==> src/rtl/gps_channel_defines.svh <==
`ifndef GPS_CHANNEL_DEFINES_SVH
`define GPS_CHANNEL_DEFINES_SVH

// Sample, correlator and power widths.
`define SAMPLE_WIDTH 3
`define ACC_WIDTH 16
`define I2Q2_WIDTH 32

// NCO phase accumulators.
`define CARRIER_PHASE_WIDTH 24
`define CA_PHASE_WIDTH 24

// 16 samples per chip at 16.368 MHz, so one overflow per chip.
`define CA_PHASE_INC_NOMINAL 24'h100000

// C/A code format.
`define CA_CODE_LENGTH 1023
`define CS_WIDTH 10

// One 1 ms dump period at 16.368 MHz.
`define SAMPLE_COUNT_MAX 16367
`define SAMPLE_COUNT_WIDTH 14

// Words exchanged with the external loop filter.
`define W_DF_WIDTH 16
`define W_DF_DOT_WIDTH 16
`define IQ_WIDTH 32

`endif
==> src/rtl/gps_channel_pkg.sv <==
`include "gps_channel_defines.svh"

package gps_channel_pkg;

   // Raw signed front-end sample.
   typedef logic signed [`SAMPLE_WIDTH-1:0] sample_t;

   // Correlator sums and their magnitudes.
   typedef logic signed [`ACC_WIDTH-1:0] acc_t;
   typedef logic [`ACC_WIDTH-2:0] acc_mag_t;

   typedef logic [`I2Q2_WIDTH-1:0] i2q2_t;

   // Carrier table level, -2 to +2.
   typedef logic signed [2:0] carrier_t;

   // Correlator tap, also the issue order of the power pipeline.
   typedef enum logic [1:0] {
      TAP_EARLY  = 2'd0,
      TAP_PROMPT = 2'd1,
      TAP_LATE   = 2'd2
   } tap_e;

endpackage

==> src/rtl/gps_channel.sv <==
`timescale 1ns/1ps
`include "gps_channel_defines.svh"

module gps_channel (
   input  logic                            clk,
   input  logic                            i_rst,
   input  logic                            i_start,
   input  logic                            i_data_available,
   input  gps_channel_pkg::sample_t        i_data,
   input  logic [4:0]                      i_prn,
   input  logic [`IQ_WIDTH-1:0]            i_iq_prompt_k,
   input  logic [`CARRIER_PHASE_WIDTH-1:0] i_doppler_inc_kp1,
   input  logic [`W_DF_WIDTH-1:0]          i_w_df_kp1,
   input  logic [`W_DF_DOT_WIDTH-1:0]      i_w_df_dot_kp1,
   input  logic [`CA_PHASE_WIDTH-1:0]      i_ca_dphi_kp1,
   input  logic                            i_tracking_ready,
   output logic [`CS_WIDTH-1:0]            o_code_shift,
   output logic                            o_ca_prompt,
   output logic                            o_acc_valid,
   output gps_channel_pkg::acc_t           o_i_prompt_k,
   output gps_channel_pkg::acc_t           o_q_prompt_k,
   output logic                            o_i2q2_valid,
   output gps_channel_pkg::i2q2_t          o_i2q2_early,
   output gps_channel_pkg::i2q2_t          o_i2q2_prompt,
   output gps_channel_pkg::i2q2_t          o_i2q2_late,
   output gps_channel_pkg::acc_t           o_i_prompt_km1,
   output gps_channel_pkg::acc_t           o_q_prompt_km1,
   output logic [`IQ_WIDTH-1:0]            o_iq_prompt_km1,
   output logic [`W_DF_WIDTH-1:0]          o_w_df_k,
   output logic [`W_DF_DOT_WIDTH-1:0]      o_w_df_dot_k,
   output logic [`CARRIER_PHASE_WIDTH-1:0] o_doppler_inc,
   output logic [`CA_PHASE_WIDTH-1:0]      o_ca_phase_offset
);

   import gps_channel_pkg::*;

   logic dump;
   logic ca_early;
   logic ca_late;
   acc_t i_early;
   acc_t q_early;
   acc_t i_late;
   acc_t q_late;

   ca_code_gen u_code (
      .clk              (clk),
      .i_rst            (i_rst),
      .i_start          (i_start),
      .i_data_available (i_data_available),
      .i_prn            (i_prn),
      .i_phase_offset   (o_ca_phase_offset),
      .o_ca_early       (ca_early),
      .o_ca_prompt      (o_ca_prompt),
      .o_ca_late        (ca_late),
      .o_code_shift     (o_code_shift)
   );

   correlator_bank u_corr (
      .clk              (clk),
      .i_rst            (i_rst),
      .i_start          (i_start),
      .i_data_available (i_data_available),
      .i_data           (i_data),
      .i_doppler_inc    (o_doppler_inc),
      .i_ca_early       (ca_early),
      .i_ca_prompt      (o_ca_prompt),
      .i_ca_late        (ca_late),
      .i_dump           (dump),
      .o_acc_valid      (o_acc_valid),
      .o_i_early        (i_early),
      .o_q_early        (q_early),
      .o_i_prompt       (o_i_prompt_k),
      .o_q_prompt       (o_q_prompt_k),
      .o_i_late         (i_late),
      .o_q_late         (q_late)
   );

   power_pipeline u_power (
      .clk           (clk),
      .i_rst         (i_rst),
      .i_acc_valid   (o_acc_valid),
      .i_i_early     (i_early),
      .i_q_early     (q_early),
      .i_i_prompt    (o_i_prompt_k),
      .i_q_prompt    (o_q_prompt_k),
      .i_i_late      (i_late),
      .i_q_late      (q_late),
      .o_i2q2_valid  (o_i2q2_valid),
      .o_i2q2_early  (o_i2q2_early),
      .o_i2q2_prompt (o_i2q2_prompt),
      .o_i2q2_late   (o_i2q2_late)
   );

   track_loop_state u_loop (
      .clk               (clk),
      .i_rst             (i_rst),
      .i_start           (i_start),
      .i_data_available  (i_data_available),
      .i_acc_valid       (o_acc_valid),
      .i_i_prompt        (o_i_prompt_k),
      .i_q_prompt        (o_q_prompt_k),
      .i_tracking_ready  (i_tracking_ready),
      .i_iq_prompt_k     (i_iq_prompt_k),
      .i_doppler_inc_kp1 (i_doppler_inc_kp1),
      .i_w_df_kp1        (i_w_df_kp1),
      .i_w_df_dot_kp1    (i_w_df_dot_kp1),
      .i_ca_dphi_kp1     (i_ca_dphi_kp1),
      .o_dump            (dump),
      .o_doppler_inc     (o_doppler_inc),
      .o_ca_phase_offset (o_ca_phase_offset),
      .o_i_prompt_km1    (o_i_prompt_km1),
      .o_q_prompt_km1    (o_q_prompt_km1),
      .o_iq_prompt_km1   (o_iq_prompt_km1),
      .o_w_df_k          (o_w_df_k),
      .o_w_df_dot_k      (o_w_df_dot_k)
   );

endmodule

==> src/rtl/track_loop_state.sv <==
`timescale 1ns/1ps
`include "gps_channel_defines.svh"

module track_loop_state (
   input  logic                            clk,
   input  logic                            i_rst,
   input  logic                            i_start,
   input  logic                            i_data_available,
   input  logic                            i_acc_valid,
   input  gps_channel_pkg::acc_t           i_i_prompt,
   input  gps_channel_pkg::acc_t           i_q_prompt,
   input  logic                            i_tracking_ready,
   input  logic [`IQ_WIDTH-1:0]            i_iq_prompt_k,
   input  logic [`CARRIER_PHASE_WIDTH-1:0] i_doppler_inc_kp1,
   input  logic [`W_DF_WIDTH-1:0]          i_w_df_kp1,
   input  logic [`W_DF_DOT_WIDTH-1:0]      i_w_df_dot_kp1,
   input  logic [`CA_PHASE_WIDTH-1:0]      i_ca_dphi_kp1,
   output logic                            o_dump,
   output logic [`CARRIER_PHASE_WIDTH-1:0] o_doppler_inc,
   output logic [`CA_PHASE_WIDTH-1:0]      o_ca_phase_offset,
   output gps_channel_pkg::acc_t           o_i_prompt_km1,
   output gps_channel_pkg::acc_t           o_q_prompt_km1,
   output logic [`IQ_WIDTH-1:0]            o_iq_prompt_km1,
   output logic [`W_DF_WIDTH-1:0]          o_w_df_k,
   output logic [`W_DF_DOT_WIDTH-1:0]      o_w_df_dot_k
);

   logic [`SAMPLE_COUNT_WIDTH-1:0] sample_count;
   logic                           last_sample;
   logic                           tracking;
   logic                           ignore_doppler;
   logic                           result_pending;

   assign last_sample = (sample_count == `SAMPLE_COUNT_WIDTH'(`SAMPLE_COUNT_MAX));
   assign o_dump      = tracking && i_data_available && !i_start && last_sample;

   // Dump period counter and result bookkeeping.
   always_ff @(posedge clk) begin
      if (i_rst) begin
         tracking       <= 1'b0;
         sample_count   <= '0;
         result_pending <= 1'b0;
      end else if (i_start) begin
         tracking       <= 1'b1;
         sample_count   <= '0;
         result_pending <= 1'b0;
      end else begin
         if (i_data_available) begin
            sample_count <= last_sample ? '0 : sample_count + 1'b1;
         end
         if (i_acc_valid) begin
            result_pending <= 1'b1;
         end else if (i_tracking_ready) begin
            result_pending <= 1'b0;
         end
      end
   end

   // Loop history. I*Q starts at one so the loop never divides by zero.
   always_ff @(posedge clk) begin
      if (i_rst || i_start) begin
         o_i_prompt_km1    <= '0;
         o_q_prompt_km1    <= '0;
         o_iq_prompt_km1   <= `IQ_WIDTH'd1;
         o_w_df_k          <= '0;
         o_w_df_dot_k      <= '0;
         o_doppler_inc     <= '0;
         o_ca_phase_offset <= '0;
         ignore_doppler    <= 1'b1;
      end else if (i_tracking_ready) begin
         o_i_prompt_km1    <= i_i_prompt;
         o_q_prompt_km1    <= i_q_prompt;
         o_iq_prompt_km1   <= i_iq_prompt_k;
         o_w_df_k          <= i_w_df_kp1;
         o_w_df_dot_k      <= i_w_df_dot_kp1;
         // First FLL result after a start is not trusted.
         ignore_doppler    <= 1'b0;
         if (!ignore_doppler) begin
            o_doppler_inc <= i_doppler_inc_kp1;
         end
         // DLL reports a change, carrier loops a new value.
         o_ca_phase_offset <= o_ca_phase_offset + i_ca_dphi_kp1;
      end
   end

   // Loop filter answers only after a fresh dump.
   a_ready_after_dump: assert property (@(posedge clk) disable iff (i_rst)
      i_tracking_ready |-> result_pending);

endmodule

==> src/rtl/power_pipeline.sv <==
`timescale 1ns/1ps

module power_pipeline (
   input  logic                   clk,
   input  logic                   i_rst,
   input  logic                   i_acc_valid,
   input  gps_channel_pkg::acc_t  i_i_early,
   input  gps_channel_pkg::acc_t  i_q_early,
   input  gps_channel_pkg::acc_t  i_i_prompt,
   input  gps_channel_pkg::acc_t  i_q_prompt,
   input  gps_channel_pkg::acc_t  i_i_late,
   input  gps_channel_pkg::acc_t  i_q_late,
   output logic                   o_i2q2_valid,
   output gps_channel_pkg::i2q2_t o_i2q2_early,
   output gps_channel_pkg::i2q2_t o_i2q2_prompt,
   output gps_channel_pkg::i2q2_t o_i2q2_late
);

   import gps_channel_pkg::*;

   acc_mag_t mag_i [3];
   acc_mag_t mag_q [3];
   logic     issue_busy;
   tap_e     issue_tap;
   logic     sq_valid;
   tap_e     sq_tap;
   i2q2_t    i2_sq;
   i2q2_t    q2_sq;

   function automatic acc_mag_t magnitude(input acc_t value);
      return acc_mag_t'(value < 0 ? -value : value);
   endfunction

   // Magnitudes held while the three taps are issued.
   always_ff @(posedge clk) begin
      if (i_acc_valid) begin
         mag_i[TAP_EARLY]  <= magnitude(i_i_early);
         mag_q[TAP_EARLY]  <= magnitude(i_q_early);
         mag_i[TAP_PROMPT] <= magnitude(i_i_prompt);
         mag_q[TAP_PROMPT] <= magnitude(i_q_prompt);
         mag_i[TAP_LATE]   <= magnitude(i_i_late);
         mag_q[TAP_LATE]   <= magnitude(i_q_late);
      end
   end

   // Shared squarer pair, one tap per cycle.
   always_ff @(posedge clk) begin
      i2_sq <= mag_i[issue_tap] * mag_i[issue_tap];
      q2_sq <= mag_q[issue_tap] * mag_q[issue_tap];
   end

   always_ff @(posedge clk) begin
      if (i_rst) begin
         issue_busy    <= 1'b0;
         issue_tap     <= TAP_EARLY;
         sq_valid      <= 1'b0;
         sq_tap        <= TAP_EARLY;
         o_i2q2_valid  <= 1'b0;
         o_i2q2_early  <= '0;
         o_i2q2_prompt <= '0;
         o_i2q2_late   <= '0;
      end else begin
         if (i_acc_valid) begin
            issue_busy <= 1'b1;
            issue_tap  <= TAP_EARLY;
         end else if (issue_busy) begin
            issue_busy <= (issue_tap != TAP_LATE);
            issue_tap  <= (issue_tap == TAP_LATE) ? TAP_EARLY : tap_e'(issue_tap + 2'd1);
         end
         sq_valid <= issue_busy;
         sq_tap   <= issue_tap;
         // Sum stage writes straight into the tap's register.
         if (sq_valid) begin
            case (sq_tap)
               TAP_EARLY:  o_i2q2_early  <= i2_sq + q2_sq;
               TAP_PROMPT: o_i2q2_prompt <= i2_sq + q2_sq;
               default:    o_i2q2_late   <= i2_sq + q2_sq;
            endcase
         end
         o_i2q2_valid <= sq_valid && (sq_tap == TAP_LATE);
      end
   end

   // No back-pressure, so dumps must be spaced past the busy window.
   a_no_overlap: assert property (@(posedge clk) disable iff (i_rst)
      i_acc_valid |=> !i_acc_valid [*5]);

   a_result_latency: assert property (@(posedge clk) disable iff (i_rst)
      i_acc_valid |-> ##5 o_i2q2_valid);

endmodule

==> src/rtl/correlator_bank.sv <==
`timescale 1ns/1ps
`include "gps_channel_defines.svh"

module correlator_bank (
   input  logic                            clk,
   input  logic                            i_rst,
   input  logic                            i_start,
   input  logic                            i_data_available,
   input  gps_channel_pkg::sample_t        i_data,
   input  logic [`CARRIER_PHASE_WIDTH-1:0] i_doppler_inc,
   input  logic                            i_ca_early,
   input  logic                            i_ca_prompt,
   input  logic                            i_ca_late,
   input  logic                            i_dump,
   output logic                            o_acc_valid,
   output gps_channel_pkg::acc_t           o_i_early,
   output gps_channel_pkg::acc_t           o_q_early,
   output gps_channel_pkg::acc_t           o_i_prompt,
   output gps_channel_pkg::acc_t           o_q_prompt,
   output gps_channel_pkg::acc_t           o_i_late,
   output gps_channel_pkg::acc_t           o_q_late
);

   import gps_channel_pkg::*;

   // Eight-step carrier, indexed by the top three phase bits.
   localparam carrier_t COS_TABLE [8] = '{
      3'sd2, 3'sd1, -3'sd1, -3'sd2, -3'sd2, -3'sd1, 3'sd1, 3'sd2
   };
   localparam carrier_t SIN_TABLE [8] = '{
      3'sd1, 3'sd2, 3'sd2, 3'sd1, -3'sd1, -3'sd2, -3'sd2, -3'sd1
   };

   logic [`CARRIER_PHASE_WIDTH-1:0]    carrier_phase;
   logic [2:0]                         carrier_idx;
   carrier_t                           carrier_cos;
   carrier_t                           carrier_sin;
   logic signed [2*`SAMPLE_WIDTH-1:0]  mix_i;
   logic signed [2*`SAMPLE_WIDTH-1:0]  mix_q;
   logic [2:0]                         code_bit;
   acc_t                               acc_i [3];
   acc_t                               acc_q [3];
   acc_t                               sum_i [3];
   acc_t                               sum_q [3];
   acc_t                               dump_i [3];
   acc_t                               dump_q [3];

   assign carrier_idx = carrier_phase[`CARRIER_PHASE_WIDTH-1 -: 3];
   assign carrier_cos = COS_TABLE[carrier_idx];
   assign carrier_sin = SIN_TABLE[carrier_idx];

   // Doppler wipe-off, shared by all taps.
   assign mix_i = i_data * carrier_cos;
   assign mix_q = i_data * carrier_sin;

   assign code_bit = {i_ca_late, i_ca_prompt, i_ca_early};

   // A code bit of one flips the sign of the product.
   always_comb begin
      for (int t = 0; t < 3; t++) begin
         sum_i[t] = code_bit[t] ? acc_i[t] - acc_t'(mix_i) : acc_i[t] + acc_t'(mix_i);
         sum_q[t] = code_bit[t] ? acc_q[t] - acc_t'(mix_q) : acc_q[t] + acc_t'(mix_q);
      end
   end

   always_ff @(posedge clk) begin
      if (i_rst) begin
         carrier_phase <= '0;
         o_acc_valid   <= 1'b0;
         for (int t = 0; t < 3; t++) begin
            acc_i[t]  <= '0;
            acc_q[t]  <= '0;
            dump_i[t] <= '0;
            dump_q[t] <= '0;
         end
      end else begin
         o_acc_valid <= i_dump;
         if (i_start) begin
            carrier_phase <= '0;
            for (int t = 0; t < 3; t++) begin
               acc_i[t] <= '0;
               acc_q[t] <= '0;
            end
         end else if (i_data_available) begin
            carrier_phase <= carrier_phase + i_doppler_inc;
            // Dumping sample is part of the period it closes.
            for (int t = 0; t < 3; t++) begin
               acc_i[t] <= i_dump ? '0 : sum_i[t];
               acc_q[t] <= i_dump ? '0 : sum_q[t];
               if (i_dump) begin
                  dump_i[t] <= sum_i[t];
                  dump_q[t] <= sum_q[t];
               end
            end
         end
      end
   end

   assign o_i_early  = dump_i[0];
   assign o_q_early  = dump_q[0];
   assign o_i_prompt = dump_i[1];
   assign o_q_prompt = dump_q[1];
   assign o_i_late   = dump_i[2];
   assign o_q_late   = dump_q[2];

   // The dump counter only closes a period on a real sample.
   a_dump_on_sample: assert property (@(posedge clk) disable iff (i_rst)
      i_dump |-> i_data_available);

endmodule

==> src/rtl/ca_code_gen.sv <==
`timescale 1ns/1ps
`include "gps_channel_defines.svh"

module ca_code_gen (
   input  logic                       clk,
   input  logic                       i_rst,
   input  logic                       i_start,
   input  logic                       i_data_available,
   // PRN number minus one.
   input  logic [4:0]                 i_prn,
   input  logic [`CA_PHASE_WIDTH-1:0] i_phase_offset,
   output logic                       o_ca_early,
   output logic                       o_ca_prompt,
   output logic                       o_ca_late,
   output logic [`CS_WIDTH-1:0]       o_code_shift
);

   // G2 phase selector tap pairs, one byte {tap_a, tap_b} per PRN.
   localparam logic [7:0] G2_TAPS [32] = '{
      8'h26, 8'h37, 8'h48, 8'h59, 8'h19, 8'h2a, 8'h18, 8'h29,
      8'h3a, 8'h23, 8'h34, 8'h56, 8'h67, 8'h78, 8'h89, 8'h9a,
      8'h14, 8'h25, 8'h36, 8'h47, 8'h58, 8'h69, 8'h13, 8'h46,
      8'h57, 8'h68, 8'h79, 8'h8a, 8'h16, 8'h27, 8'h38, 8'h49
   };

   logic [10:1]                g1;
   logic [10:1]                g2;
   logic [3:0]                 g2_tap_a;
   logic [3:0]                 g2_tap_b;
   logic [`CA_PHASE_WIDTH-1:0] code_phase;
   logic [`CA_PHASE_WIDTH-1:0] code_inc;
   logic [`CA_PHASE_WIDTH:0]   code_phase_next;
   logic                       chip_step;
   logic                       code_wrap;

   assign {g2_tap_a, g2_tap_b} = G2_TAPS[i_prn];

   // Code NCO, the carry out marks a chip boundary.
   assign code_inc        = `CA_PHASE_INC_NOMINAL + i_phase_offset;
   assign code_phase_next = {1'b0, code_phase} + {1'b0, code_inc};
   assign chip_step       = code_phase_next[`CA_PHASE_WIDTH];
   assign code_wrap       = chip_step &&
                            (o_code_shift == `CS_WIDTH'(`CA_CODE_LENGTH - 1));

   // Gold code chip for the current state.
   assign o_ca_early = g1[10] ^ g2[g2_tap_a] ^ g2[g2_tap_b];

   always_ff @(posedge clk) begin
      if (i_rst || i_start) begin
         code_phase   <= '0;
         g1           <= '1;
         g2           <= '1;
         o_code_shift <= '0;
         o_ca_prompt  <= 1'b0;
         o_ca_late    <= 1'b0;
      end else if (i_data_available) begin
         code_phase  <= code_phase_next[`CA_PHASE_WIDTH-1:0];
         // Taps trail by one sample each.
         o_ca_prompt <= o_ca_early;
         o_ca_late   <= o_ca_prompt;
         if (code_wrap) begin
            g1           <= '1;
            g2           <= '1;
            o_code_shift <= '0;
         end else if (chip_step) begin
            g1           <= {g1[9:1], g1[3] ^ g1[10]};
            g2           <= {g2[9:1], g2[2] ^ g2[3] ^ g2[6] ^ g2[8] ^ g2[9] ^ g2[10]};
            o_code_shift <= o_code_shift + 1'b1;
         end
      end
   end

   // Chip index never reaches the code length.
   a_chip_range: assert property (@(posedge clk) disable iff (i_rst)
      o_code_shift < `CA_CODE_LENGTH);

endmodule

==> config.mk <==
export PLATFORM = sky130hd
export DESIGN_NAME = gps_channel
export DESIGN_NICKNAME = d
export VERILOG_FILES = /design/src/rtl/gps_channel_pkg.sv /design/src/rtl/gps_channel.sv /design/src/rtl/track_loop_state.sv /design/src/rtl/power_pipeline.sv /design/src/rtl/correlator_bank.sv /design/src/rtl/ca_code_gen.sv
export VERILOG_INCLUDE_DIRS = /design/src /design/src/rtl
export SDC_FILE = /design/constraint.sdc
export NUM_CORES = 2
export LEC_CHECK = 0
export BUFFER_PORTS_ARGS = -buffer_cell sky130_fd_sc_hd__buf_2
export CAP_MARGIN = 20
export CORE_ASPECT_RATIO = 1.2
export CORE_UTILIZATION = 55
export DETAILED_ROUTE_END_ITERATION = 8
export PLACE_DENSITY = 0.75
export SLEW_MARGIN = 40
export SYNTH_ARGS = -nofsm -noshare
export SYNTH_HDL_FRONTEND = slang
export SYNTH_SLANG_ARGS = --single-unit
==> constraint.sdc <==
create_clock -name clk -period 7.4 [get_ports clk]
set_input_delay 1.85 -clock clk [delete_from_list [all_inputs] [get_ports clk]]
set_output_delay 1.85 -clock clk [all_outputs]
set_load 0.03 [all_outputs]
Word-level counts from Yosys, hierarchy flattened. Memory sizes are Yosys's and may differ from the RTL's. A register that Yosys moved wholly into a read port is not among the register bits. Index checks and enable logic that the tools add are counted. W data, S select, Z words.

Register bits: 404. Bits in latches: 0. Bits in writable memories: 282. Memory bits (read-only): 304. Input port bits: 125. Output and inout bits: 285. Word-level logic and storage cells: 206. Memories: 9.

Add/subtract/negate cells: 26. Multiply operators: 4. Divide/modulo/power cells: 0. Magnitude comparators: 10. Equality and inequality tests: 6. Shifts and indexed selects: 0. Multiplexer cells: 76. Bitwise logic cells: 30. Reduce and logical (&&, ||, !) cells: 17.

Memory list: (no name shown) (words 32, width 8, rd ports 1, clocked after Yosys merged registers in 0, write ports 0, RTL line ca_code_gen.sv:36) `assign {g2_tap_a, g2_tap_b} = G2_TAPS[i_prn];`; u_corr.acc_i (words 3, width 16, rd ports 3, clocked after Yosys merged registers in 0, write ports 3, RTL line correlator_bank.sv:41) `acc_t acc_i [3];`; u_corr.acc_q (words 3, width 16, rd ports 3, clocked after Yosys merged registers in 0, write ports 3, RTL line correlator_bank.sv:42) `acc_t acc_q [3];`; u_corr.dump_i (words 3, width 16, rd ports 3, clocked after Yosys merged registers in 0, write ports 3, RTL line correlator_bank.sv:45) `acc_t dump_i [3];`; u_corr.dump_q (words 3, width 16, rd ports 3, clocked after Yosys merged registers in 0, write ports 3, RTL line correlator_bank.sv:46) `acc_t dump_q [3];`; u_power.mag_i (words 3, width 15, rd ports 1, clocked after Yosys merged registers in 1, write ports 3, RTL line power_pipeline.sv:21) `acc_mag_t mag_i [3];`; 3 more memories.

Operators by type and width (count): $mux W16 (30); $add A16 B6 Y16 (6); $lt A16 B1 Y1 const B (6); $sub A16 B6 Y16 (6); $mux W15 (6); $neg A15 Y15 (6); $mul A15 B15 Y30 (2); $mux W10 (6); $add A24 B24 Y24 (2); $add A30 B30 Y31 (1); $add A24 B24 Y25 (1); $add A21 B24 Y24 const A (1); $mux W1 (20); $or A1 B1 Y1 (18); $mux W8 (2); $add A14 B1 Y14 const B (1); $eq A14 B14 Y1 const B (1); $mux W14 (1); $mul A3 B3 Y6 (2); $mux W3 (4); $add A10 B1 Y10 const B (1); $eq A10 B10 Y1 const B (1); $lt A4 B5 Y1 const B (2); $mux W2 (5); other kinds (18) (38).

Logic depth before layout (Yosys ltp).
Word-level depth: 11. Gate-level depth with buffers: 32. Depth with buffers taken out: 29.

By module. A second synthesis with hierarchy kept.

Cells, all modules: 5244. Area total of the unflattened synthesis: 49057.0 um^2.

Modules (own cells, without submodules): power_pipeline (times used 1, cells each 2575, area each 23834.1 um^2, seq. area each 5905.7 um^2); correlator_bank (times used 1, cells each 1371, area each 13939.6 um^2, seq. area each 6266.0 um^2); track_loop_state (times used 1, cells each 747, area each 6925.4 um^2, seq. area each 3203.1 um^2); ca_code_gen (times used 1, cells each 551, area each 4357.9 um^2, seq. area each 1121.1 um^2).

Worst setup path after synthesis. No wires, ideal clock.

Kind: input to register. Start: input port i_data_available. End: memory u_corr.dump_i[0][0] in the netlist's numbering (enable). Library setup time: 571 ps. Arrival: 7312 ps. Data required time: 6829 ps. Setup slack: -483 ps. Stages: 5. Buffers on the path: 1. Cell sequence: clkbuf_1 -> nand4_1 -> nor4b_1 -> nand2_1 -> o21bai_1.

RTL lines: from (decl) (RTL line gps_channel.sv:8) `input logic i_data_available,`; to (decl) (RTL line correlator_bank.sv:45).

==> impl_metrics.env <==
export IMPL_fillers=6924
export IMPL_p_leak_nw=24.8
export IMPL_syn_area_um2=46900
export IMPL_outcome="completed"
export IMPL_path_common_cell="fa_1"
export IMPL_drt_first_pass_iters=5
export IMPL_rsz0062_at_grt="yes"
export IMPL_drtIter0Drc=1927
export IMPL_crit_path_end_kind="flop"
export IMPL_core_um2=83900
export IMPL_grt_pass1_vias=35120
export IMPL_grt_usage=0.259
export IMPL_setup_viol=0
export IMPL_grt_pass1_wl_um=179000
export IMPL_skew_ns=0.0392
export IMPL_nets=6194
export IMPL_clk_pin_slew_worst_paths_ns=0.07
export IMPL_wl_per_cell_um=17.0
export IMPL_ir_drop_mv=0.181
export IMPL_ctsLongestPathBuffers=3
export IMPL_die_w_um=268
export IMPL_overflow=0
export IMPL_yosys_warnings=0
export IMPL_crit_type="reg -> reg"
export IMPL_period_minus_slack_ns=7.05
export IMPL_vias=35540
export IMPL_synth_cells=4973
export IMPL_synth_main_ff_cell="dfxtp_1"
export IMPL_area_sequential_um2=16500
export IMPL_final_core_util=0.633
export IMPL_dpl_cell_area_um2=50400
export IMPL_clkLatencyLatePin_ns=0.66
export IMPL_synth_area_per_cell_um2=9.42
export IMPL_async_flop_share=0
export IMPL_cts_root_buf="clkbuf_16"
export IMPL_synth_top_cell_area_share=0.181
export IMPL_drv_slew=0
export IMPL_die_area_um2=86400
export IMPL_htreeDepth=3
export IMPL_via_per_inst=5.42
export IMPL_globalplace_congestion=0.927
export IMPL_slowest_stage="fa_1"
export IMPL_synth_edf_count=282
export IMPL_cts_made_buffers=72
export IMPL_min_path_type="reg -> reg"
export IMPL_hold_buffers=0
export IMPL_worst_setup_path_start_kind="flop"
export IMPL_yosysSeqAreaShare=0.352
export IMPL_cts_tree="done"
export IMPL_yosysUniqueCellTypes=90
export IMPL_row_count=116
export IMPL_synth_area_leaders="edfxtp_1 18%, dfxtp_1 17%, fa_1 12%"
export IMPL_portBuffers=406
export IMPL_cp_cell_sequence="buf_12, mux2i_1, o21a_1, clkinv_1, nand2_1, inv_1, fa_1, fa_1, fa_1, fa_1, fa_1, inv_1, fa_1, inv_1, ha_1, a21o_1, a21o_1, a21o_1, a211o_1, a21oi_1, o21ai_0, o41ai_1, o21ai_0, xor2_1"
export IMPL_preCtsSetupSlack_ns=0.120
export IMPL_slew_headroom=0.456
export IMPL_powerDensity_nw_per_um2=181
export IMPL_max_stage_delay_ns=0.55
export IMPL_initial_utilization=0.559
export IMPL_ys_ff_latch=683
export IMPL_synth_top_cell_by_area="edfxtp_1"
export IMPL_tightest_slew_ns=0.816
export IMPL_ios=410
export IMPL_drc=0
export IMPL_antenna_found_initial=1
export IMPL_dp_hpwl_um=86400
export IMPL_ant_nets=0
export IMPL_crit_fanout=30
export IMPL_max_freq_ghz=0.142
export IMPL_period_share=0.953
export IMPL_worst_hold_slack_ns=0.447
export IMPL_setup_ws_ns=0.350
export IMPL_finalInstanceArea_um2=53100
export IMPL_cap_violations=0
export IMPL_die_h_um=322
export IMPL_cts_sinks=683
export IMPL_worstPathArrival_ns=7.59
export IMPL_area_growth_pct=13.3
export IMPL_grt_max_degree=183
export IMPL_hold_viol_final=0
export IMPL_drive_gt1_frac=0.124
export IMPL_critPathRequiredTime_ns=7.94
export IMPL_drt_wl_total_um=112000
export IMPL_multiInputGateArea_um2=27800
## path summary, 6_finish.rpt
kind                                    from                end  slack (ns)  cells after the start
worst max-delay path                    flop  u_power.q2_sq[28]        0.35                     24
worst min-delay path            u_code.g1[6]       u_code.g1[7]        0.45                      2
worst max register to register          flop  u_power.q2_sq[28]        0.35                     24
worst min register to register  u_code.g1[6]       u_code.g1[7]        0.45                      2
## where the power goes
part	internal, mW	switching (mW)	total [mW]
Sequential	4.05	0.0942	4.14
Clock	2.25	1.62	3.87
Combinational	0.652	0.955	1.61
## cells in the final DEF (no fill, tap or decap), drive strengths merged, types with 14 or more instances in the layout
| master | count |
|---|---|
| nor2 | 599 |
| nand2 | 562 |
| inv | 536 |
| buf | 493 |
| ha | 403 |
| dfxtp | 401 |
| a21oi | 309 |
| fa | 289 |
| edfxtp | 282 |
| xnor2 | 249 |
| mux2i | 193 |
| o21ai | 153 |
| xor2 | 116 |
| clkbuf | 98 |
| a21o | 82 |
| nand3 | 73 |
| nand2b | 54 |
| nor3 | 54 |
| o21a | 46 |
| o31ai | 39 |
| clkinv | 31 |
| nor2b | 27 |
| a211oi | 24 |
| o21bai | 24 |
| and2 | 23 |
| a21boi | 23 |
| or3 | 22 |
| nand4 | 20 |
| a31oi | 17 |
| o211ai | 16 |
| and3 | 14 |
## metrics by stage
stage / setup TNS [ns] / power (mW) / instances
floorplan: 0 / 5.40 / 4975
global placement: 0 / 5.78 / 6423
detailed placement: 0 / 5.80 / 6423
CTS: 0 / 9.69 / 6555
global route: -0.0870 / 10.0 / 6557
finish: 0 / 9.62 / 6557
## per-layer routing
layer  global-route usage  vias to the layer above  wire, µm
li1                     -                    17421         -
met1                0.318                    16871     45800
met2                0.456                      991     55100
met3               0.0315                      257      5920
met4                0.108                        0      4730
met5                    0                        -         0
## state kept, by name, indices dropped and copies added (netlist names), 32 cells and up, named ones only
signal / cells
u_corr.acc_q: 48
u_corr.acc_i: 48
u_power.mag_i: 45
u_corr.dump_i: 48
u_power.mag_q: 45
u_corr.dump_q: 48
u_loop.o_iq_prompt_km1: 32
## cells in the mapped netlist, types with 12 or more instances
| master | instances |
|---|---|
| o21ai_1 | 18 |
| nor2b_1 | 26 |
| fa_1 | 289 |
| ha_1 | 403 |
| o21a_1 | 46 |
| nand3_1 | 73 |
| o21bai_1 | 24 |
| nor2_1 | 596 |
| o211ai_1 | 16 |
| mux2i_1 | 193 |
| nand3b_1 | 13 |
| nor3b_1 | 12 |
| buf_1 | 16 |
| nor3_1 | 53 |
| nand4_1 | 20 |
| clkbuf_1 | 136 |
| and3_1 | 14 |
| a211oi_1 | 24 |
| nand2_1 | 562 |
| dfxtp_1 | 401 |
| xnor2_1 | 248 |
| a21o_1 | 82 |
| and2_1 | 23 |
| a21boi_0 | 23 |
| a21oi_1 | 305 |
| inv_1 | 532 |
| o31ai_1 | 39 |
| nand2b_1 | 54 |
| o21ai_0 | 135 |
| a31oi_1 | 16 |
| xor2_1 | 116 |
| edfxtp_1 | 282 |
| or3_1 | 22 |
## logic make-up after synthesis
kind of cell	count (synthesis)	synth area share
XOR/XNOR	367	0.0693
flip-flops	683	0.352
other	1	0.0000800
buffers and inverters	711	0.0581
AND/OR/NAND/NOR	1509	0.138
AO/OA/AOI/OAI	811	0.108
multiplexers	199	0.0430
adder cells (fa/ha/maj)	692	0.231
## cell type report
| cell class | instances | area share |
|---|---|---|
| multi-input combinational | 3581 | 0.523 |
| antenna | 1 | 0.0000471 |
| timing repair buffer | 494 | 0.0525 |
| tap | 1121 | 0.0264 |
| clock inverter | 35 | 0.0109 |
| inverter | 545 | 0.0386 |
| sequential | 683 | 0.311 |
| clock buffer | 97 | 0.0381 |
## worst max-delay path, delay by kind of cell (launching register included)
kind / cells / cell delay [ns]
compound gates: 9 / 2.09
xor+xnor: 1 / 0.17
fa+ha+maj: 7 / 3.26
buf+inv: 5 / 0.65
flops: 1 / 0.34
mux: 1 / 0.29
simple gates: 1 / 0.16
## what timing repair did
item	in CTS	in global routing
endpoints found under the hold margin	0	0
endpoints found under the setup margin	0	11
buffers inserted	0	0
resized for setup	0	6
No activity file was read; power rests on OpenSTA's default activity.
